<file path="config.mk">
export PLATFORM = sky130hd
export DESIGN_NAME = axil_master_flat
export DESIGN_NICKNAME = d
export VERILOG_FILES = /design/src/rtl/ext_mem_pkg.sv /design/src/rtl/mem_bus_if.sv /design/src/rtl/axil_master.sv /design/src/flat_wrapper.sv
export SDC_FILE = /design/constraint.sdc
export NUM_CORES = 1
export LEC_CHECK = 0
export BUFFER_PORTS_ARGS = -buffer_cell sky130_fd_sc_hd__buf_2
export CAP_MARGIN = 20
export CORE_UTILIZATION = 44
export CTS_BUF_LIST = sky130_fd_sc_hd__clkbuf_16
export DETAILED_ROUTE_END_ITERATION = 6
export PLACE_DENSITY_LB_ADDON = 0.2
export SLEW_MARGIN = 40
export SYNTH_ARGS = -nofsm -noshare
export SYNTH_HDL_FRONTEND = slang
export SYNTH_SLANG_ARGS = --single-unit
</file>
<file path="constraint.sdc">
create_clock -name clk -period 4.3 [get_ports clk]
set_input_delay 1.29 -clock clk [delete_from_list [all_inputs] [get_ports clk]]
set_output_delay 1.29 -clock clk [all_outputs]
set_load 0.05 [all_outputs]
</file>
<file path="src/rtl/ext_mem_pkg.sv">
`default_nettype none

package ext_mem_pkg;

   // Bus widths, byte addressed with word-aligned 32-bit words
   localparam int ADDR_W = 16;
   localparam int DATA_W = 32;
   localparam int STRB_W = DATA_W / 8;

   // Request fields as one word, used where several requests are muxed
   typedef struct packed {
      logic [ADDR_W-1:0] addr;
      logic [DATA_W-1:0] wdata;
      logic [STRB_W-1:0] wstrb;   // Zero means read
   } native_req_t;

   typedef enum logic [1:0] {
      cache_idle,
      cache_lookup,
      cache_refill,
      cache_write_through
   } cache_state_e;

   typedef enum logic [2:0] {
      axil_idle,
      axil_write_addr_data,
      axil_write_resp,
      axil_read_addr,
      axil_read_data
   } axil_state_e;

endpackage

`default_nettype wire

</file>
<file path="src/rtl/mem_bus_if.sv">
`default_nettype none

interface mem_bus_if;
   import ext_mem_pkg::*;

   logic              valid;
   logic [ADDR_W-1:0] addr;
   logic [DATA_W-1:0] wdata;
   logic [STRB_W-1:0] wstrb;   // Nonzero for a write
   logic [DATA_W-1:0] rdata;
   logic              ready;   // One-cycle pulse ends the transfer

   // Requester side
   modport master (
      output valid, addr, wdata, wstrb,
      input  rdata, ready
   );

   // Responder side
   modport slave (
      input  valid, addr, wdata, wstrb,
      output rdata, ready
   );

endinterface

`default_nettype wire

</file>
<file path="src/rtl/axil_master.sv">
`default_nettype none

module axil_master (
   input  logic                             clk,
   input  logic                             rst,
   mem_bus_if.slave                         native,
   output logic [ext_mem_pkg::ADDR_W-1:0]   awaddr,
   output logic [2:0]                       awprot,
   output logic                             awvalid,
   input  logic                             awready,
   output logic [ext_mem_pkg::DATA_W-1:0]   wdata,
   output logic [ext_mem_pkg::STRB_W-1:0]   wstrb,
   output logic                             wvalid,
   input  logic                             wready,
   input  logic [1:0]                       bresp,   // Not checked
   input  logic                             bvalid,
   output logic                             bready,
   output logic [ext_mem_pkg::ADDR_W-1:0]   araddr,
   output logic [2:0]                       arprot,
   output logic                             arvalid,
   input  logic                             arready,
   input  logic [ext_mem_pkg::DATA_W-1:0]   rdata,
   input  logic [1:0]                       rresp,   // Not checked
   input  logic                             rvalid,
   output logic                             rready
);
   import ext_mem_pkg::*;

   axil_state_e state;
   logic        aw_pend_q;
   logic        w_pend_q;
   logic        ready_q;
   logic        aw_done;
   logic        w_done;

   logic [ADDR_W-1:0] addr_q;
   logic [DATA_W-1:0] wdata_q;
   logic [STRB_W-1:0] wstrb_q;
   logic [DATA_W-1:0] rdata_q;

   // AW and W may complete in either order
   assign aw_done = !aw_pend_q || awready;
   assign w_done  = !w_pend_q || wready;

   assign awaddr  = addr_q;
   assign awprot  = 3'b000;
   assign awvalid = (state == axil_write_addr_data) && aw_pend_q;
   assign wdata   = wdata_q;
   assign wstrb   = wstrb_q;
   assign wvalid  = (state == axil_write_addr_data) && w_pend_q;
   assign bready  = (state == axil_write_resp);
   assign araddr  = addr_q;
   assign arprot  = 3'b000;
   assign arvalid = (state == axil_read_addr);
   assign rready  = (state == axil_read_data);

   assign native.ready = ready_q;
   assign native.rdata = rdata_q;

   always_ff @(posedge clk or posedge rst) begin
      if (rst) begin
         state     <= axil_idle;
         aw_pend_q <= 1'b0;
         w_pend_q  <= 1'b0;
         ready_q   <= 1'b0;
      end else begin
         ready_q <= 1'b0;
         case (state)
            axil_idle: begin
               if (native.valid && !ready_q) begin
                  if (|native.wstrb) begin
                     aw_pend_q <= 1'b1;
                     w_pend_q  <= 1'b1;
                     state     <= axil_write_addr_data;
                  end else begin
                     state <= axil_read_addr;
                  end
               end
            end
            axil_write_addr_data: begin
               if (awready) aw_pend_q <= 1'b0;
               if (wready) w_pend_q <= 1'b0;
               if (aw_done && w_done) begin
                  state <= axil_write_resp;
               end
            end
            axil_write_resp: begin
               if (bvalid) begin
                  ready_q <= 1'b1;
                  state   <= axil_idle;
               end
            end
            axil_read_addr: if (arready) state <= axil_read_data;
            axil_read_data: begin
               if (rvalid) begin
                  ready_q <= 1'b1;
                  state   <= axil_idle;
               end
            end
            default: state <= axil_idle;
         endcase
      end
   end

   // Request captured at accept so AXI fields stay put under back-pressure
   always_ff @(posedge clk) begin
      if (state == axil_idle && native.valid && !ready_q) begin
         addr_q  <= native.addr;
         wdata_q <= native.wdata;
         wstrb_q <= native.wstrb;
      end
      if (state == axil_read_data && rvalid) begin
         rdata_q <= rdata;
      end
   end

endmodule

`default_nettype wire

</file>
<file path="src/flat_wrapper.sv">
// flat-port wrapper written by rule: the top's interface ports become plain ports
module axil_master_flat import ext_mem_pkg::*;
  (clk, rst, awaddr, awprot, awvalid, awready, wdata, wstrb, wvalid, wready, bresp, bvalid, bready, araddr, arprot, arvalid, arready, rdata, rresp, rvalid, rready, native_valid, native_addr, native_wdata, native_wstrb, native_rdata, native_ready);
  mem_bus_if native_i ();
  input  logic clk;
  input  logic rst;
  output logic [ext_mem_pkg::ADDR_W-1:0] awaddr;
  output logic [2:0] awprot;
  output logic awvalid;
  input  logic awready;
  output logic [ext_mem_pkg::DATA_W-1:0] wdata;
  output logic [ext_mem_pkg::STRB_W-1:0] wstrb;
  output logic wvalid;
  input  logic wready;
  input  logic [1:0] bresp;
  input  logic bvalid;
  output logic bready;
  output logic [ext_mem_pkg::ADDR_W-1:0] araddr;
  output logic [2:0] arprot;
  output logic arvalid;
  input  logic arready;
  input  logic [ext_mem_pkg::DATA_W-1:0] rdata;
  input  logic [1:0] rresp;
  input  logic rvalid;
  output logic rready;
  input wire logic [$bits(native_i.valid)-1:0] native_valid;
  input wire logic [$bits(native_i.addr)-1:0] native_addr;
  input wire logic [$bits(native_i.wdata)-1:0] native_wdata;
  input wire logic [$bits(native_i.wstrb)-1:0] native_wstrb;
  output wire logic [$bits(native_i.rdata)-1:0] native_rdata;
  output wire logic [$bits(native_i.ready)-1:0] native_ready;
  assign native_i.valid = native_valid;
  assign native_i.addr = native_addr;
  assign native_i.wdata = native_wdata;
  assign native_i.wstrb = native_wstrb;
  assign native_rdata = native_i.rdata;
  assign native_ready = native_i.ready;
  axil_master u_core (.clk(clk), .rst(rst), .native(native_i), .awaddr(awaddr), .awprot(awprot), .awvalid(awvalid), .awready(awready), .wdata(wdata), .wstrb(wstrb), .wvalid(wvalid), .wready(wready), .bresp(bresp), .bvalid(bvalid), .bready(bready), .araddr(araddr), .arprot(arprot), .arvalid(arvalid), .arready(arready), .rdata(rdata), .rresp(rresp), .rvalid(rvalid), .rready(rready));
endmodule
</file>
# ---- Word level (Yosys, flattened, before mapping)
# Cells that the tools add are included.
dict set report op_classes {
  n_eq_ne 12
  n_mux 16
  reduce_logical 18
}
# op n
set op_table {}
lappend op_table {{2-to-1 mux 3 bit} 5}
lappend op_table {{case mux 3 bit (5 select lines)} 1}
lappend op_table {{!= test 2 bit (second input constant)} 5}
lappend op_table {{AND reduction 4 bit} 2}
lappend op_table {{logical AND 1 bit} 7}
lappend op_table {{equality test 3 x 2 -> 1 bit (second input constant)} 2}
lappend op_table {{2-to-1 mux 1 bit} 6}
lappend op_table {{!= test 2 x 1 -> 1 bit (second input constant)} 3}
lappend op_table {{case mux 1 bit (2 select lines)} 3}
lappend op_table {{AND reduction 5 bit} 1}
lappend op_table {{OR reduction 4 bit} 1}
lappend op_table {{equality test 3 x 1 -> 1 bit (second input constant)} 1}
lappend op_table {{equality test 3 bit (second input constant)} 1}
lappend op_table {{logical NOT 1 bit} 3}
lappend op_table {{logical NOT 3 bit} 1}
lappend op_table {{logical OR 1 bit} 2}
lappend op_table {{2-to-1 mux 2 bit} 1}
lappend op_table {{nonzero test 2 bit} 1}
dict set report word_totals {
  reg_bits 90
  input_bits 96
  output_inout_bits 112
  word_cells 54
}

# ---- Logic depth before layout (Yosys ltp)
dict set report depth {
  word_depth 5
  mapped_depth 3
  ltp_nobuf 3
}

# ---- Least setup slack after synthesis
# OpenSTA, ideal clock, no wires.
dict set report synth_path {
  path_kind {input to register}
  start {in native_valid}
  end {reg u_core.addr_q[0] (netlist: u_core.araddr[0]) (enable)}
  setup_ns 0.406
  arrival_time_ns 3.002
  required_ns 3.894
  path_slack_ns 0.892
  path_stages 3
  path_buffers 0
  path_cell_list {or4b_4 or2_1 inv_1}
}
dict set report synth_via {
  elab_chain_len 2
}
# item line
set synth_rtl {}
lappend synth_rtl {{start: declaration} flat_wrapper.sv:26} ;# input wire logic [$bits(native_i.valid)-1:0] native_valid;
lappend synth_rtl {{logical AND 1 bit (2 in series)} axil_master.sv:107} ;# if (state == axil_idle && native.valid && !ready_q) begin
lappend synth_rtl {{end signal: assignment} axil_master.sv:108} ;# addr_q <= native.addr;
lappend synth_rtl {{end: declaration} axil_master.sv:36} ;# logic [ADDR_W-1:0] addr_q;
# Every way passes these cells.
# A chain may end at the register's enable or synchronous reset.

# ---- Final worst setup path
dict set report layout_path {
  start {reg u_core.state[0]}
  end {out wvalid}
}
dict set report layout_via {
  elab_chain_len 2
}
# item line
set layout_rtl {}
lappend layout_rtl {{start: declaration} axil_master.sv:29} ;# axil_state_e state;
lappend layout_rtl {{start signal: assignment} axil_master.sv:62} ;# state <= axil_idle;
lappend layout_rtl {{start signal: assignment} axil_master.sv:74} ;# state <= axil_write_addr_data;
lappend layout_rtl {{start signal: assignment} axil_master.sv:76} ;# state <= axil_read_addr;
lappend layout_rtl {{equality test 3 x 1 -> 1 bit} axil_master.sv:50} ;# assign wvalid = (state == axil_write_addr_data) && w_pend_q;
lappend layout_rtl {{logical AND 1 bit} axil_master.sv:50}
lappend layout_rtl {{end: declaration} flat_wrapper.sv:13} ;# output logic wvalid;
# Every way passes these cells.

==> reports/qor.csv <==
metric;value;unit
status;finished, final reports clean;
switch share;38.82;%
Inst Count DP;403;
TritonCTS Buffers;9;
H-tree levels;3;
die area;7270;um^2
ys flop type;edfxtp_1;
Root Buffer Master;clkbuf_16;
fmax;329.6;MHz
crit path from;u_core.state[0];
most used cells in the layout excluding fill and tap cells;buf_2 (197), edfxtp_1 (84), clkbuf_16 (9);
# setup viols final;0;
Die W;85.27;um
startpoint types;register;
core area;6531;um^2
Min-Delay Path Class;register to register;
clock sinks;90;
CP Buf/Inv Count;1;
first-pass GRT wire length;8866;um
Peak VDD IR;0.3516;mV
DRT Pass-1 Iters;4;
max-cap violation count;0;
Worst path top cell family by delay;simple AND/OR/NAND/NOR gates;
Die H;85.27;um
ant diodes;0;
final HPWL from detailed placement;4718;um
main area contributors after synthesis;edfxtp_1 (83%), buf_4 (5.4%), dfrtp_1 (4.9%), inv_1 (0.62%), a2bb2oi_1 (0.57%);
Via density;4.578;
actual slew at the worst max-slew pin;0.6405;ns
Max-slew headroom;57.30;%
area share of fa/ha/maj cells after synthesis;0;%
critical register-to-register path startpoint;u_core.state[0];
nets;433;
Max Clock Skew;0.008479;ns
Final Cell Area;4297;um^2
Setup CP Type;register to output port;
antenna violations before repair;0;
Seq cells post-synth;90;
flop2flop setup slack;2.09;ns
syn_area_per_cell;21.18;um^2
worst skew pair latency;0.33;ns
pwr/cell area;680.1;nW/um^2
slowest CP cell;nor3b_1;
Power Internal;1788;uW
Initial Util;46.70;%
GR Overflow Total;0;
Crit path required time;3.01;ns
min Tclk post-route;3.034;ns
share of layout cells above drive strength 1;64.04;%
multiplexer share of the synthesized area;0.3281;%
crit-path max FO;7;
initial DRC count;121;
row cnt;29;
crit path capture type;output port;
Fin. Hold Viols;0;
RSZ-0062 raised after global routing;no;
vias post-DR;1918;
main combinational cell family by area after synthesis;buffers and inverters;
post-synthesis cell type count;25;
drt wl/cell;14.96;um
CP Cell Sequence;nor3b_1 -> and2_1 -> buf_2;
compound-cell area share of the yosys netlist;2.051;%
IO Pins;208;
placed cell areas;4001;um^2
CP Depth;3;
# fillers;509;
post-cts sizing count;0;
Worst EP arrival;1.74;ns
Setup crit end;wvalid;
Post-synth EDFFs;84;
Crit Reg-Reg Endpoint;u_core.araddr[4];
DRC viols;0;
sequential share of the synthesized area;87.61;%
Area Growth Syn to Fin;40.85;%
max-slew violations;0;
sequential share of power;41.3;%
cells after synthesis;144;
switching power;1134;uW
hold buffers post-CTS;0;
number of global-route vias before repair;1763;
period utilisation layout;70.56;%
setup TNS;0;ns
leading cell type in the layout, fill and taps excluded;buf_2;
final wirelength;6269;um
Reg clk slew, reported paths;0.06;ns
CP peak stage delay;0.51;ns
Yosys warning total;0;
Setup Fix Bufs, Post-CTS;0;
gr usage total;17.00;%
Final Non-Filler Cells;419;
Synth Cell Area;3050;um^2
Placer Congestion;0.7666;
Clk network pwr share;25.8;%
Worst R2R Path Depth;4;
simple-gate share of the synthesized area;3.856;%
Max clock buf depth;2;
remaining antenna violation count;0;
CTS tree;yes;
area fraction of the dominant cell type after synthesis;82.69;%
I/O Buffers;197;
Comb power frac;32.9;%
XOR/XNOR Fraction of Synth Area;0;%
P_leak;0.001920;uW
Post-synth ARST share;6.667;%
Yosys top cell by area;edfxtp_1;
pin count of the biggest net entering global routing;53;
==> routing by layer <==
metal | global-route usage, % | wire length [um] | vias to the layer above | part of all wire, %
li1 | - | - | 905 | -
met1 | 17.89 | 2230 | 902 | 36
met2 | 30.87 | 3525 | 103 | 56
met3 | 5.642 | 403 | 8 | 6.4
met4 | 7.727 | 110 | 0 | 1.8
met5 | 0 | 0 | - | 0
==> power groups by stage <==
stage          Sequential (uW)  Clock [uW]  Combinational, uW
2_1_floorplan             1640           0                361
3_3_place_gp              1220           0                961
3_5_place_dp              1230           0                967
4_1_cts                   1210         774                967
5_1_grt                   1220         807                998
6_report                  1210         753                962
==> through the flow <==
stage | utilization (%) | power [uW] | hold WS [ns] | setup slack, ns
global route | 65.79 | 3028 | 0.6176 | 1.204
CTS | 65.79 | 2950 | 0.5955 | 1.275
floorplan | - | 2005 | 0.5397 | 0.8921
finish | 65.79 | 2922 | 0.6003 | 1.266
detailed placement | 61.26 | 2193 | 0.5856 | 1.270
global placement | 61.26 | 2183 | 0.5786 | 1.270
==> area by class of cell <==
type	instances	area [um^2]	share of cell area, %
flip-flops and latches	90	2673	62.20
repair buffers	199	1001	23.30
clock buffers	9	225.2	5.242
multi-input cells	32	212.7	4.950
well taps	77	96.34	2.242
clock inverters	7	70.07	1.631
inverters	5	18.77	0.4368
==> registers in the layout, indices dropped and copies added, names as in the netlist <==
signal and count:
u_core.wdata 32, u_core.state 3, u_core.aw_pend_q 1, u_core.native.ready 1, u_core.w_pend_q 1, u_core.wstrb 4, u_core.araddr 16, u_core.native.rdata 32
==> synthesized netlist by cell type, drive strengths merged (2+ instances only) <==
library cell,instances
a2bb2oi,2
and2,2
buf,22
o21ai,2
nor3b,2
inv,5
dfrtp,6
edfxtp,84
nand2,3
==> worst min path at each step <==
stage,depth (start not counted),slack (ns),startpoint,end
after floorplan,1,0.54,u_core.aw_pend_q,u_core.aw_pend_q
after global placement,1,0.58,u_core.w_pend_q,u_core.w_pend_q
after detailed placement,1,0.59,u_core.w_pend_q,u_core.w_pend_q
after CTS,1,0.60,u_core.w_pend_q,u_core.w_pend_q
after global routing,1,0.62,u_core.aw_pend_q,u_core.aw_pend_q
final,1,0.60,u_core.w_pend_q,u_core.w_pend_q
==> kinds of logic after synthesis <==
family | Yosys count
DFF | 90
buffers and inverters | 27
other | 1
muxes | 1
AOI/OAI and AO/OA | 8
and+or+nand+nor | 17
(Power assumes the default switching activity.)
