===== config.mk =====
export PLATFORM = sky130hd
export DESIGN_NAME = l1_cache_flat
export DESIGN_NICKNAME = d
export VERILOG_FILES = /design/src/rtl/ext_mem_pkg.sv /design/src/rtl/mem_bus_if.sv /design/src/rtl/l1_cache.sv /design/src/flat_wrapper.sv
export SDC_FILE = /design/constraint.sdc
export NUM_CORES = 1
export LEC_CHECK = 0
export BUFFER_PORTS_ARGS = -buffer_cell sky130_fd_sc_hd__buf_2
export CAP_MARGIN = 20
export CORE_MARGIN = 5
export CORE_UTILIZATION = 63
export CTS_BUF_LIST = sky130_fd_sc_hd__clkbuf_16
export CTS_CLUSTER_SIZE = 16
export DETAILED_ROUTE_END_ITERATION = 10
export GPL_TIMING_DRIVEN = 0
export PLACE_DENSITY = 0.88
export SLEW_MARGIN = 20
export SYNTH_ARGS = -nofsm -noshare
export SYNTH_HDL_FRONTEND = slang
export SYNTH_SLANG_ARGS = --single-unit
export TNS_END_PERCENT = 100

===== constraint.sdc =====
create_clock -name clk -period 10.12 [get_ports clk]
set_clock_uncertainty 0.1 [all_clocks]
set_input_delay 2.024 -clock clk [delete_from_list [all_inputs] [get_ports clk]]
set_output_delay 2.024 -clock clk [all_outputs]
set_load 0.01 [all_outputs]

===== src/rtl/ext_mem_pkg.sv =====
`default_nettype none

package ext_mem_pkg;

   // Bus widths, byte addressed with word-aligned 32-bit words
   localparam int ADDR_W = 16;
   localparam int DATA_W = 32;
   localparam int STRB_W = DATA_W / 8;

   // Request fields as one word, used where several requests are muxed
   typedef struct packed {
      logic [ADDR_W-1:0] addr;
      logic [DATA_W-1:0] wdata;
      logic [STRB_W-1:0] wstrb;   // Zero means read
   } native_req_t;

   typedef enum logic [1:0] {
      cache_idle,
      cache_lookup,
      cache_refill,
      cache_write_through
   } cache_state_e;

   typedef enum logic [2:0] {
      axil_idle,
      axil_write_addr_data,
      axil_write_resp,
      axil_read_addr,
      axil_read_data
   } axil_state_e;

endpackage

`default_nettype wire


===== src/rtl/mem_bus_if.sv =====
`default_nettype none

interface mem_bus_if;
   import ext_mem_pkg::*;

   logic              valid;
   logic [ADDR_W-1:0] addr;
   logic [DATA_W-1:0] wdata;
   logic [STRB_W-1:0] wstrb;   // Nonzero for a write
   logic [DATA_W-1:0] rdata;
   logic              ready;   // One-cycle pulse ends the transfer

   // Requester side
   modport master (
      output valid, addr, wdata, wstrb,
      input  rdata, ready
   );

   // Responder side
   modport slave (
      input  valid, addr, wdata, wstrb,
      output rdata, ready
   );

endinterface

`default_nettype wire


===== src/rtl/l1_cache.sv =====
`default_nettype none

module l1_cache #(
   parameter int INDEX_W = 4
) (
   input  logic      clk,
   input  logic      rst,
   input  logic      flush,
   mem_bus_if.slave  front,
   mem_bus_if.master back
);
   import ext_mem_pkg::*;

   localparam int LINES = 1 << INDEX_W;
   localparam int TAG_W = ADDR_W - INDEX_W - 2;

   cache_state_e      state;
   logic [LINES-1:0]  line_valid;
   logic [TAG_W-1:0]  tag_mem [LINES];
   logic [DATA_W-1:0] data_mem [LINES];   // One word per line

   logic [INDEX_W-1:0] index;
   logic [TAG_W-1:0]   tag;
   logic               is_write;
   logic               hit;
   logic               fill;
   logic               store;

   logic [TAG_W-1:0]  tag_q;
   logic [DATA_W-1:0] data_q;
   logic              valid_q;
   logic              hit_q;
   logic              ready_q;
   logic [DATA_W-1:0] rdata_q;

   // Strobed bytes of new_w replace those of old_w
   function automatic logic [DATA_W-1:0] merge_bytes(
      input logic [DATA_W-1:0] old_w,
      input logic [DATA_W-1:0] new_w,
      input logic [STRB_W-1:0] strb
   );
      logic [DATA_W-1:0] res;
      res = old_w;
      for (int b = 0; b < STRB_W; b++) begin
         if (strb[b]) begin
            res[8*b +: 8] = new_w[8*b +: 8];
         end
      end
      return res;
   endfunction

   // Front request is held steady until ready, so it is used directly
   assign index    = front.addr[INDEX_W+1:2];
   assign tag      = front.addr[ADDR_W-1:INDEX_W+2];
   assign is_write = |front.wstrb;

   // A flush during lookup turns the access into a miss
   assign hit   = valid_q && !flush && (tag_q == tag);
   assign fill  = (state == cache_refill) && back.ready;
   assign store = (state == cache_write_through) && back.ready && hit_q;

   assign back.valid = (state == cache_refill) || (state == cache_write_through);
   assign back.addr  = {front.addr[ADDR_W-1:2], 2'b00};
   assign back.wdata = front.wdata;
   assign back.wstrb = (state == cache_write_through) ? front.wstrb : '0;

   assign front.ready = ready_q;
   assign front.rdata = rdata_q;

   always_ff @(posedge clk or posedge rst) begin
      if (rst) begin
         state      <= cache_idle;
         line_valid <= '0;
         valid_q    <= 1'b0;
         hit_q      <= 1'b0;
         ready_q    <= 1'b0;
      end else begin
         ready_q <= 1'b0;   // Single-cycle pulse

         if (flush) begin
            line_valid <= '0;
         end else if (fill) begin
            line_valid[index] <= 1'b1;
         end

         case (state)
            cache_idle: begin
               // Ignore the request still held during our own ready
               if (front.valid && !ready_q) begin
                  valid_q <= line_valid[index] && !flush;
                  state   <= cache_lookup;
               end
            end
            cache_lookup: begin
               hit_q <= hit;
               if (is_write) begin
                  state <= cache_write_through;   // No allocate on a write miss
               end else if (hit) begin
                  ready_q <= 1'b1;
                  state   <= cache_idle;
               end else begin
                  state <= cache_refill;
               end
            end
            cache_refill, cache_write_through: begin
               if (back.ready) begin
                  ready_q <= 1'b1;
                  state   <= cache_idle;
               end
            end
            default: state <= cache_idle;
         endcase
      end
   end

   // Arrays and read paths
   always_ff @(posedge clk) begin
      if (state == cache_idle) begin
         tag_q  <= tag_mem[index];
         data_q <= data_mem[index];
      end
      if (state == cache_lookup) begin
         rdata_q <= data_q;   // Hit data
      end
      if (fill) begin
         tag_mem[index]  <= tag;
         data_mem[index] <= back.rdata;
         rdata_q         <= back.rdata;
      end
      if (store) begin
         data_mem[index] <= merge_bytes(data_q, front.wdata, front.wstrb);
      end
   end

endmodule

`default_nettype wire


===== src/flat_wrapper.sv =====
// flat-port wrapper written by rule: the top's interface ports become plain ports
module l1_cache_flat import ext_mem_pkg::*;
#(
   parameter int INDEX_W = 4
)
  (clk, rst, flush, front_valid, front_addr, front_wdata, front_wstrb, front_rdata, front_ready, back_valid, back_addr, back_wdata, back_wstrb, back_rdata, back_ready);
  mem_bus_if front_i ();
  mem_bus_if back_i ();
  input  logic clk;
  input  logic rst;
  input  logic flush;
  input wire logic [$bits(front_i.valid)-1:0] front_valid;
  input wire logic [$bits(front_i.addr)-1:0] front_addr;
  input wire logic [$bits(front_i.wdata)-1:0] front_wdata;
  input wire logic [$bits(front_i.wstrb)-1:0] front_wstrb;
  output wire logic [$bits(front_i.rdata)-1:0] front_rdata;
  output wire logic [$bits(front_i.ready)-1:0] front_ready;
  output wire logic [$bits(back_i.valid)-1:0] back_valid;
  output wire logic [$bits(back_i.addr)-1:0] back_addr;
  output wire logic [$bits(back_i.wdata)-1:0] back_wdata;
  output wire logic [$bits(back_i.wstrb)-1:0] back_wstrb;
  input wire logic [$bits(back_i.rdata)-1:0] back_rdata;
  input wire logic [$bits(back_i.ready)-1:0] back_ready;
  assign front_i.valid = front_valid;
  assign front_i.addr = front_addr;
  assign front_i.wdata = front_wdata;
  assign front_i.wstrb = front_wstrb;
  assign front_rdata = front_i.rdata;
  assign front_ready = front_i.ready;
  assign back_valid = back_i.valid;
  assign back_addr = back_i.addr;
  assign back_wdata = back_i.wdata;
  assign back_wstrb = back_i.wstrb;
  assign back_i.rdata = back_rdata;
  assign back_i.ready = back_ready;
  l1_cache #(.INDEX_W(INDEX_W)) u_core (.clk(clk), .rst(rst), .flush(flush), .front(front_i), .back(back_i));
endmodule

Yosys cells after proc, flatten, opt, wreduce, memory -nomap -nowiden
Memory sizes are Yosys's and may differ from the RTL's. A register that Yosys moved wholly into a read port is not among the register bits.
Index checks and enable logic that the tools add are counted.
{ "totals": {"regBits": 53, "latch_bits": 0, "ram_bits": 672, "mem_bits_ro": 0, "input_bits": 89, "out_inout_bits": 86, "word_cells": 67, "mem_count": 2} }
{ "mem_list": {"columns": ["memory", "depth", "width", "read_ports", "rd_clocked_by_memory_dff", "wr", "line_no", "source"], "rows": [
  ["u_core.data_mem", 16, 32, 1, 1, 1, "l1_cache.sv:20", "logic [DATA_W-1:0] data_mem [LINES];"],
  ["u_core.tag_mem", 16, 10, 1, 1, 1, "l1_cache.sv:19", "logic [TAG_W-1:0] tag_mem [LINES];"]
]} }
{ "classes": {"add_sub_neg": 0, "mul": 0, "div": 0, "magnitude_cmp": 2, "n_eq_ne": 6, "shift": 0, "mux": 31, "bitwise": 2, "reduce_logical": 18} }
{ "ops": {"columns": ["cell", "count"], "rows": [
  ["$mux 32", 3],
  ["$mux 8", 8],
  ["$mux 16", 2],
  ["$or 16x16->16", 1],
  ["$eq 10x10->1", 1],
  ["$mux 1", 9],
  ["$logic_and 1x1->1", 8],
  ["$mux 2", 4],
  ["$pmux 2 s3", 1],
  ["$lt 4x5->1 const B", 1],
  ["$bmux 1 s4", 1],
  ["$demux 1 s4", 1],
  ["$eq 2x2->1 const B", 2],
  ["$ge 4x1->1 const B", 1],
  ["$mux 4", 1],
  ["$reduce_and 2->1", 2],
  ["$reduce_bool 2->1", 2],
  ["$reduce_or 4->1", 1],
  ["$eq 2x1->1 const B", 1],
  ["$logic_not 1->1", 2],
  ["$logic_not 2->1", 1],
  ["$ne 2x1->1 const B", 1],
  ["$ne 2x2->1 const B", 1],
  ["$pmux 1 s2", 1],
  ["3 further kinds", 3]
]} }

Depth between registers and ports, before layout
Gate-level depths: netlist of run 1.
{ "depth": {"depth_word": 7, "mapped_depth": 7, "ltp_nobuf": 4} }

Worst setup path after synthesis of run 1
No wires, ideal clock.
{ "synth_timing": {"path_type": "input-to-reg", "startpoint": "in front_addr[3]", "endpoint": "mem u_core.data_mem[3][0], enable pin", "setup_time_ns": 0.461, "t_arrival_ns": 5.210, "t_required_ns": 9.559, "slack_ns": 4.349, "path_stages": 5, "n_path_buf": 3, "cell_sequence": "buf_2 -> buf_1 -> buf_1 -> nand3_1 -> nor3_1"} }
{ "synth_lines": {"columns": ["item", "line_no", "source"], "rows": [
  ["from (decl)", "flat_wrapper.sv:13", "input wire logic [$bits(front_i.addr)-1:0] front_addr;"],
  ["to (decl)", "l1_cache.sv:20", null]
]} }
Straight into the memory's write port.

Worst setup path after layout of run 1
{ "layout_timing": {"startpoint": "in front_wstrb[0]", "endpoint": "out back_wstrb[0]"} }
{ "layout_via": {"elab_chain_len": 1} }
{ "layout_rtl": {"columns": ["item", "line_no", "source"], "rows": [
  ["from (decl)", "flat_wrapper.sv:15", "input wire logic [$bits(front_i.wstrb)-1:0] front_wstrb;"],
  ["$mux 4", "l1_cache.sv:65", "assign back.wstrb = (state == cache_write_through) ? front.wstrb : '0;"],
  ["to (decl)", "flat_wrapper.sv:21", "output wire logic [$bits(back_i.wstrb)-1:0] back_wstrb;"]
]} }
No other way between the ends.

==> impl_metrics.env, run 1 <==
export IMPL_drcViolationCount=0
export IMPL_rr_endpoint="u_core.data_mem[1][6]"
export IMPL_dp_cells=2181
export IMPL_die_width_um=229
export IMPL_cp_buffers_inverters=2
export IMPL_ant_nets=0
export IMPL_cts_htree_levels=3
export IMPL_hp_class="register to register"
export IMPL_clk_pin_slew_ns=0.06
export IMPL_gp_congestion=0.824
export IMPL_r2r_cells=7
export IMPL_yosysUniqueCellTypes=36
export IMPL_rows=80
export IMPL_vias=16200
export IMPL_pwr_share_comb_pct=11.1
export IMPL_synth_enable_flop_cells=746
export IMPL_globalRouteOverflowTotal=0
export IMPL_critPathLaunchType="input port"
export IMPL_syn_cell_area_mm2=0.0302
export IMPL_clockRootBuffer="clkbuf_16"
export IMPL_crit_path_max_fanout=10
export IMPL_seq_area_frac_synth_pct=75.8
export IMPL_ios=175
export IMPL_fmax_mhz=184
export IMPL_rsz0062_at_grt="false"
export IMPL_r2r_start="u_core.state[1]"
export IMPL_clk_path_buf_depth=3
export IMPL_p_clk_share_pct=36.4
export IMPL_synthArstFlopShare_pct=2.74
export IMPL_drv_cap=0
export IMPL_die_y_um=229
export IMPL_ys_ff_latch=767
export IMPL_outcome="finished clean"
export IMPL_critical_path_arrival_ns=3.32
export IMPL_hold_viol_final=0
export IMPL_grt_pass1_wl_mm=117
export IMPL_antenna_found_initial=3
export IMPL_finalCriticalPeriod_ns=5.44
export IMPL_dp_hpwl_mm=49.2
export IMPL_post_route_period_util_pct=53.8
export IMPL_worst_pin_slew_ns=1.21
export IMPL_wire_per_inst_um=35.3
export IMPL_clk_latency_ns=0.61
export IMPL_end_kind="primary output"
export IMPL_cp_top_family="buffers and inverters"
export IMPL_critical_path_max_stage_delay_ns=0.87
export IMPL_cts_sinks=767
export IMPL_p_sw_mw=1.73
export IMPL_core_area_mm2=0.0476
export IMPL_max_vdd_ir_drop_mv=0.170
export IMPL_leakagePower_nw=11.8
export IMPL_seq_area_mm2=0.0229
export IMPL_area_growth_pct=15.9
export IMPL_fp_dieArea_mm2=0.0525
export IMPL_cts_resized_gates=0
export IMPL_ys_flop_type="edfxtp_1"
export IMPL_cts_buffers=73
export IMPL_critPathLaunch="front_wstrb[0]"
export IMPL_track_usage_pct=31.0
export IMPL_slowest_stage="clkbuf_1"
export IMPL_firstDrtPassIters=5
export IMPL_synth_avg_cell_area_um2=22.2
export IMPL_p_seq_share_pct=52.5
export IMPL_routed_wirelength_mm=81.6
export IMPL_crit_end="back_wstrb[0]"
export IMPL_grt_pass1_vias=16900
export IMPL_hold_buffers=0
export IMPL_path_cells="clkbuf_1 > and3_1 > buf_2"
export IMPL_final_setup_viol_count=0
export IMPL_tns_ns=0
export IMPL_numPortBuffers=161
export IMPL_cts_tree="done"
export IMPL_maxSlewHeadroom_pct=19.6
export IMPL_fin_nets=1735
export IMPL_instances_no_fill=2312
export IMPL_initial_utilization_pct=63.5
export IMPL_rrSetupSlack_ns=6.56
export IMPL_cp_depth=3
export IMPL_critPathRequiredTime_ns=8.00
export IMPL_fill_cells=2440
export IMPL_multiInputGateArea_mm2=0.00667
export IMPL_grt_max_degree=22
export IMPL_post_cts_buffers=0
export IMPL_synth_warnings=0
export IMPL_critPathKind="input port to primary output"
export IMPL_swShare_pct=23.9
export IMPL_power_density_mw_per_mm2=206
export IMPL_syn_inst=1359
export IMPL_final_layout_size_suffix_gt1_share_pct=37.7
export IMPL_initialDrtViolationCount=2800
export IMPL_internal_power_mw=5.50
export IMPL_avgViaCountPerCell=7.03
export IMPL_drv_slew=0
Yosys cell counts, types with 13 or more instances:
| library cell | n | area (um2) |
|---|---|---|
| edfxtp_1 | 746 | 22400 |
| mux4_2 | 196 | 4410 |
| buf_4 | 53 | 398 |
| nor2_1 | 45 | 169 |
| nand2_1 | 43 | 161 |
| o21ai_0 | 34 | 170 |
| mux2_2 | 32 | 360 |
| mux2i_1 | 32 | 320 |
| clkbuf_1 | 29 | 109 |
| dfrtp_1 | 21 | 526 |
| buf_1 | 18 | 67.6 |
| mux4_1 | 18 | 473 |
| a21oi_1 | 13 | 65.1 |
tightest hold or removal path: stages, from the launching register on:
cell     delay, ns
dfrtp_1       0.35
nand2_1       0.05
o21ai_0       0.07
sequential cells by signal, indices dropped and copies added (netlist names):
name,cells
u_core.tag_q,10
u_core.front.rdata,32
u_core.line_valid,16
u_core.data_mem,512
u_core.state,2
u_core.data_q,32
u_core.front.ready,1
u_core.valid_q,1
u_core.tag_mem,160
u_core.hit_q,1
stage by stage:
stage	area (um2)	power (mW)	utilization (%)	hold WS, ns	setup slack [ns]
after floorplan	30200	4.26	-	0.351	4.35
after global placement	31800	4.53	66.8	0.367	1.65
after detailed placement	32700	4.62	68.7	0.385	4.59
after CTS	35000	7.22	73.4	0.407	4.75
after global routing	35000	7.44	73.5	0.416	4.70
final	35000	7.23	73.5	0.403	4.68
power groups by stage:
stage,Combinational (mW),Sequential (mW),Clock [mW]
2_1_floorplan,0.385,3.87,0
3_3_place_gp,0.673,3.86,0
3_5_place_dp,0.772,3.85,0
4_1_cts,0.792,3.79,2.64
5_1_grt,0.838,3.80,2.80
6_report,0.802,3.80,2.63
cells in the final DEF (no fill, tap or decap), types with 3 or more instances in the layout:
cell       netlist  layout
a21oi_1         13      13
a31oi_1          4       4
and3_1           4       4
buf_1           18      16
buf_12           5      11
buf_16           0      17
buf_2            8     171
buf_4           53      70
buf_6            7      11
bufinv_16        0       4
clkbuf_1        29      27
clkbuf_16        0      77
clkbuf_2         0       4
clkinv_1         0      19
clkinv_2         0       7
dfrtp_1         21      21
edfxtp_1       746     746
inv_1            2      16
mux2_2          32      32
mux2i_1         32      32
mux4_1          18      18
mux4_2         196     196
nand2_1         43      42
nand2b_1         8       8
nand3_1          3       3
nor2_1          45      31
nor2_4           0      13
nor3_2           0       8
o21ai_0         34       4
o21ai_1          0      25
o21ai_2          0       5
or2_2            3       3
xor2_1          10      10
cell families after synthesis:
| group | synth area share (%) |
|---|---|
| multiplexers | 18.4 |
| AO/OA/AOI/OAI | 0.993 |
| XOR/XNOR | 0.290 |
| buffers and inverters | 2.65 |
| other | 0.0124 |
| AND/OR/NAND/NOR | 1.82 |
| flip-flops | 75.8 |
worst min-delay path by stage:
stage	start	slack, ns	endpoint	depth (start not counted)
finish	u_core.valid_q	0.40	u_core.valid_q	2
global route	u_core.line_valid[1]	0.42	u_core.line_valid[1]	2
CTS	u_core.valid_q	0.41	u_core.valid_q	2
detailed placement	u_core.line_valid[9]	0.38	u_core.line_valid[9]	2
global placement	u_core.valid_q	0.37	u_core.valid_q	2
floorplan	u_core.valid_q	0.35	u_core.valid_q	2
metal layers:
layer  part of all wire (%)  vias up  wire length, um  track usage [%]
li1                       -     6201                -                -
met1                     33     8337            27100             40.3
met2                     52     1454            42300             53.2
met3                     11      251             8980             6.23
met4                    3.9        4             3200             11.3
met5                  0.031        -               25                0
final cells by class:
| class | instances | area share (%) |
|---|---|---|
| Tap cell | 615 | 2.20 |
| Antenna cell | 1 | 0.00714 |
| Inverter | 2 | 0.0214 |
| Timing Repair Buffer | 211 | 4.63 |
| Clock inverter | 48 | 0.889 |
| Multi-Input combinational cell | 471 | 19.0 |
| Clock buffer | 77 | 5.50 |
| Buffer | 120 | 2.28 |
| Sequential cell | 767 | 65.4 |
Note: power is estimated with default switching activity, not from simulation.
==> inputs of run 2 (changes only) <==
- CORE_UTILIZATION: 63 -> 55
- PLACE_DENSITY: 0.88 -> 0.82
- clock period: 10.12 -> 4.85 ns (I/O delays scaled with it)
==> run 2 against run 1 <==
Against the previous run: worst hold slack improved by 0.014 ns; cell count up 4.5%; setup slack got worse by 3.7 ns; flip-flop and latch count is the same; non-clock buffer count is the same; critical path depth grew 1; sequential share of layout area shrank 0.38 points; first-iteration DRC count fell by 22%; global-route usage decreased by 5.1 points; total power rose by 110%; critical endpoint is now u_core.data_mem[4][6].
==> impl_metrics.env, run 2 (same netlist as run 1, synthesis figures left out) <==
export IMPL_grt_pass1_wl_mm=111
export IMPL_critical_path_arrival_ns=4.01
export IMPL_drcViolationCount=0
export IMPL_die_width_um=244
export IMPL_dp_slack_ns=0.576
export IMPL_final_setup_viol_count=0
export IMPL_max_vdd_ir_drop_mv=0.301
export IMPL_cp_buffers_inverters=2
export IMPL_finalPower_mw=15.3
export IMPL_slowest_stage="nand4_1"
export IMPL_core_area_mm2=0.0548
export IMPL_largest_register_ffs=512
export IMPL_worst_pin_slew_ns=1.18
export IMPL_critPathKind="register to register"
export IMPL_track_usage_pct=25.9
export IMPL_initial_utilization_pct=55.2
export IMPL_clk_path_buf_depth=3
export IMPL_r2r_cells=4
export IMPL_hold_viol_final=0
export IMPL_critPathLaunchType="register"
export IMPL_globalRouteOverflowTotal=0
export IMPL_cts_resized_gates=0
export IMPL_crit_path_max_fanout=16
export IMPL_fmax_mhz=260
export IMPL_fp_dieArea_mm2=0.0598
export IMPL_grt_max_degree=22
export IMPL_numPortBuffers=161
export IMPL_wire_per_inst_um=31.9
export IMPL_diodes=0
export IMPL_avgViaCountPerCell=6.54
export IMPL_hold_depth=2
export IMPL_mostFrequentLayoutCell="edfxtp_1"
export IMPL_rsz0062_at_grt="false"
export IMPL_post_route_period_util_pct=79.4
export IMPL_cts_sinks=767
export IMPL_gp_congestion=0.835
export IMPL_rrSetupSlack_ns=1.0
export IMPL_end_kind="register"
export IMPL_critical_path_max_stage_delay_ns=0.99
export IMPL_drv_slew=0
export IMPL_clk_latency_ns=0.63
export IMPL_maxSlewHeadroom_pct=21.6
export IMPL_cts_tree="done"
export IMPL_cts_buffers=76
export IMPL_path_common_cell="clkbuf_1"
export IMPL_drv_cap=0
export IMPL_ios=175
export IMPL_cp_top_family="buffers and inverters"
export IMPL_cp_depth=4
export IMPL_final_cell_mix="746 x edfxtp_1, 196 x mux4_2, 170 x buf_2"
export IMPL_cts_htree_levels=3
export IMPL_hold_buffers=0
export IMPL_routed_wirelength_mm=77.0
export IMPL_leakagePower_nw=11.9
export IMPL_vias=15800
export IMPL_post_cts_buffers=0
export IMPL_final_layout_size_suffix_gt1_share_pct=38.1
export IMPL_critPathRequiredTime_ns=5.01
export IMPL_crit_end="u_core.data_mem[4][6]"
export IMPL_ant_nets=0
export IMPL_initialDrtViolationCount=2189
export IMPL_fin_nets=1738
export IMPL_antenna_found_initial=4
export IMPL_die_y_um=244
export IMPL_reg_largest_list="u_core.data_mem (512), u_core.tag_mem (160)"
export IMPL_area_growth_pct=16.6
export IMPL_hp_class="register to register"
export IMPL_worst_slack_ns=0.999
export IMPL_path_cells="clkbuf_1 > nand4_1 > clkbuf_1 > o21ai_1"
export IMPL_rr_endpoint="u_core.data_mem[4][6]"
export IMPL_critPathLaunch="u_core.state[0]"
export IMPL_clk_pin_slew_ns=0.07
export IMPL_outcome="finished clean"
export IMPL_r2r_start="u_core.state[0]"
export IMPL_power_density_mw_per_mm2=435
export IMPL_clockRootBuffer="clkbuf_16"
export IMPL_rows=86
export IMPL_finalCriticalPeriod_ns=3.85
export IMPL_regMostFlops="u_core.data_mem"
export IMPL_grt_pass1_vias=16500
export IMPL_dp_hpwl_mm=47.2
export IMPL_firstDrtPassIters=5
[run 2: worst min path at each step]
stage	startpoint	endpoint	slack [ns]
after global placement	u_core.line_valid[3]	u_core.line_valid[3]	0.37
after floorplan	u_core.valid_q	u_core.valid_q	0.35
after global routing	u_core.line_valid[5]	u_core.line_valid[5]	0.43
final	u_core.line_valid[6]	u_core.line_valid[6]	0.42
after detailed placement	u_core.line_valid[6]	u_core.line_valid[6]	0.39
after CTS	u_core.line_valid[14]	u_core.line_valid[14]	0.41
[run 2: layout make-up]
type,instances,area [um2]
multi-input cells,471,6670
well taps,704,881
flip-flops and latches,767,22900
clock inverters,63,463
clock buffers,78,1950
inverters,2,7.51
plain buffers,120,797
fillers,3358,19500
repair buffers,211,1550
[run 2: power breakdown]
part / total [mW] / switching (mW) / internal, mW / leakage (nW)
registers: 7.91 / 0.144 / 7.76 / 7.04
logic: 1.65 / 1.01 / 0.647 / 3.62
clock network: 5.76 / 2.51 / 3.25 / 1.25
total: 15.3 / 3.66 / 11.7 / 11.9
[run 2: layer usage]
layer / global-route usage, % / wire length [um] / part of all wire [%] / vias up
li1: - / - / - / 6216
met1: 33.0 / 26300 / 34 / 8209
met2: 44.1 / 39500 / 51 / 1129
met3: 6.04 / 8030 / 10 / 239
met4: 9.90 / 3110 / 4.0 / 2
met5: 0 / 7 / 0.0091 / -
[run 2: through the flow]
stage,std cells,setup TNS (ns),cell area (um2),hold slack [ns],util [%]
final,2416,0,35200,0.417,64.4
after global routing,2416,0,35200,0.431,64.4
after CTS,2410,0,35200,0.411,64.2
after detailed placement,2269,0,32800,0.393,59.8
after global placement,2225,-684.89,31900,0.369,58.3
after floorplan,1360,0,30200,0.351,-
[run 2: worst register-to-register path: stages, from the launching register on]
cell and delay, ns:
dfrtp_1 0.33, clkbuf_1 0.49, nand4_1 0.99, clkbuf_1 0.59
o21ai_1 0.98
==> inputs of run 3 (changes only) <==
- CORE_UTILIZATION: 55 -> 61
- PLACE_DENSITY: 0.82 -> 0.86
- clock period: 4.85 -> 3.95 ns (I/O delays scaled with it)
==> run 3 against run 2 <==
Against the previous run: flip-flop and latch count is the same; clock power is 21% higher; critical path depth increased by 3; combinational power rose by 27%; total power is 23% higher; register-to-register slack got worse by 0.75 ns; setup slack worse by 0.78 ns; via count grew 3.9%; sequential share of layout area about the same; cell count is 2.0% lower; worst hold slack got worse by 0.18 ns; largest cell class unchanged; largest power group unchanged; highest routed layer unchanged.
==> impl_metrics.env, run 3 (same netlist as run 1, synthesis figures left out) <==
export IMPL_outcome="finished clean"
export IMPL_track_usage_pct=30.8
export IMPL_leakagePower_nw=11.9
export IMPL_rows=81
export IMPL_cts_resized_gates=0
export IMPL_gp_congestion=0.790
export IMPL_antenna_found_initial=3
export IMPL_grt_pass1_vias=16800
export IMPL_area_growth_pct=16.6
export IMPL_crit_path_max_fanout=10
export IMPL_largest_register_ffs=512
export IMPL_slowest_stage="nor3_4"
export IMPL_numPortBuffers=161
export IMPL_cts_sinks=767
export IMPL_cts_htree_levels=3
export IMPL_dp_slack_ns=-0.246
export IMPL_regMostFlops="u_core.data_mem"
export IMPL_wire_per_inst_um=35.5
export IMPL_mostFrequentLayoutCell="edfxtp_1"
export IMPL_critPathLaunchType="input port"
export IMPL_hold_worst_slack_ns=0.234
export IMPL_firstDrtPassIters=6
export IMPL_rrSetupSlack_ns=0.25
export IMPL_clockRootBuffer="clkbuf_16"
export IMPL_clk_path_buf_depth=3
export IMPL_rr_endpoint="u_core.data_mem[1][28]"
export IMPL_die_width_um=233
export IMPL_drv_slew=0
export IMPL_diodes=0
export IMPL_power_density_mw_per_mm2=534
export IMPL_avgViaCountPerCell=6.93
export IMPL_critical_path_max_stage_delay_ns=0.83
export IMPL_final_setup_viol_count=0
export IMPL_dp_cells=2226
export IMPL_fill_cells=2591
export IMPL_tns_ns=0
export IMPL_drv_cap=0
export IMPL_critPathRequiredTime_ns=4.16
export IMPL_ios=175
export IMPL_reg_largest_list="u_core.data_mem (512), u_core.tag_mem (160)"
export IMPL_fmax_mhz=268
export IMPL_max_vdd_ir_drop_mv=0.399
export IMPL_dp_hpwl_mm=48.2
export IMPL_p_sw_mw=4.60
export IMPL_pwr_share_comb_pct=11.2
export IMPL_globalRouteOverflowTotal=0
export IMPL_grt_pass1_wl_mm=117
export IMPL_clk_latency_ns=0.63
export IMPL_hold_viol_final=0
export IMPL_grt_max_degree=22
export IMPL_core_area_mm2=0.0490
export IMPL_hp_class="input port to async pin"
export IMPL_initialDrtViolationCount=2414
export IMPL_end_kind="register"
export IMPL_cts_buffers=72
export IMPL_rsz0062_at_grt="false"
export IMPL_initial_utilization_pct=61.8
export IMPL_routed_wirelength_mm=84.0
export IMPL_p_seq_share_pct=51.7
export IMPL_clk_pin_slew_ns=0.06
export IMPL_worst_slack_ns=0.215
export IMPL_die_y_um=233
export IMPL_swShare_pct=24.4
export IMPL_post_cts_buffers=0
export IMPL_critical_path_arrival_ns=3.95
export IMPL_final_cell_mix="746 x edfxtp_1, 196 x mux4_2, 170 x buf_2"
export IMPL_fin_nets=1736
export IMPL_cts_tree="done"
export IMPL_drcViolationCount=0
export IMPL_vias=16400
export IMPL_ant_nets=0
export IMPL_path_cells="buf_2 > buf_1 > buf_1 > nand3_1 > nor3_4 > buf_16 > buf_6"
export IMPL_p_clk_share_pct=37.1
export IMPL_worst_pin_slew_ns=1.13
export IMPL_finalCriticalPeriod_ns=3.74
export IMPL_internal_power_mw=14.2
export IMPL_critPathKind="input port to register"
export IMPL_finalPower_mw=18.8
export IMPL_maxSlewHeadroom_pct=24.3
export IMPL_fp_dieArea_mm2=0.0541
export IMPL_r2r_start="u_core.state[0]"
export IMPL_hold_buffers=0
export IMPL_r2r_cells=4
export IMPL_path_common_cell="buf_1"
export IMPL_post_route_period_util_pct=94.6
export IMPL_instances_no_fill=2367
export IMPL_final_layout_size_suffix_gt1_share_pct=38.6
-- run 3: cell count changes in the layout (fill, tap and decap cells not counted), sizes merged --
cell / delta
bufinv: -1
clkinvlp: +4
clkinv: -7
buf: +1
inv: -6
-- run 3: worst max path at each step --
stage / startpoint / to
global placement: front_addr[3] / u_core.data_mem[15][8]
floorplan: front_addr[3] / u_core.data_mem[11][0]
detailed placement: front_addr[3] / u_core.data_mem[3][9]
global route: front_addr[4] / u_core.tag_mem[14][0]
finish: front_addr[3] / u_core.data_mem[3][11]
CTS: u_core.state[0] / u_core.data_mem[4][10]
-- run 3: final cells by class --
type,instances,area (um2),share of cell area [%]
timing repair buffer,213,1670,4.75
tap,664,831,2.36
sequential,767,22900,65.0
multi-input combinational,471,6690,19.0
inverter,2,7.51,0.0213
clock inverter,53,390,1.11
clock buffer,77,1930,5.47
buffer,120,800,2.27
-- run 3: through the flow --
| stage | instance area (um2) | utilization (%) |
|---|---|---|
| floorplan | 30300 | - |
| global placement | 31900 | 65.2 |
| detailed placement | 32800 | 67.1 |
| CTS | 35100 | 71.8 |
| global route | 35200 | 72.0 |
| finish | 35200 | 72.0 |
-- run 3: routing by layer --
metal  track usage (%)  share of wire (%)  up-vias
li1                  -                  -     6209
met1              39.7                 32     8371
met2              51.9                 51     1525
met3              6.58                 12      306
met4              12.8                4.9        4
met5                 0              0.025        -
-- run 3: worst max-delay path: cells and delay by family --
| family | cells | cell delay, ns |
|---|---|---|
| buffers and inverters | 5 | 1.80 |
| AND/OR/NAND/NOR | 2 | 1.34 |
-- run 3: power groups by stage --
stage,Combinational [mW],Clock (mW),Sequential [mW]
2_1_floorplan,0.988,0,9.92
3_3_place_gp,1.75,0,9.88
3_5_place_dp,2.01,0,9.86
4_1_cts,2.07,6.95,9.71
5_1_grt,2.19,7.40,9.74
6_report,2.10,6.99,9.72
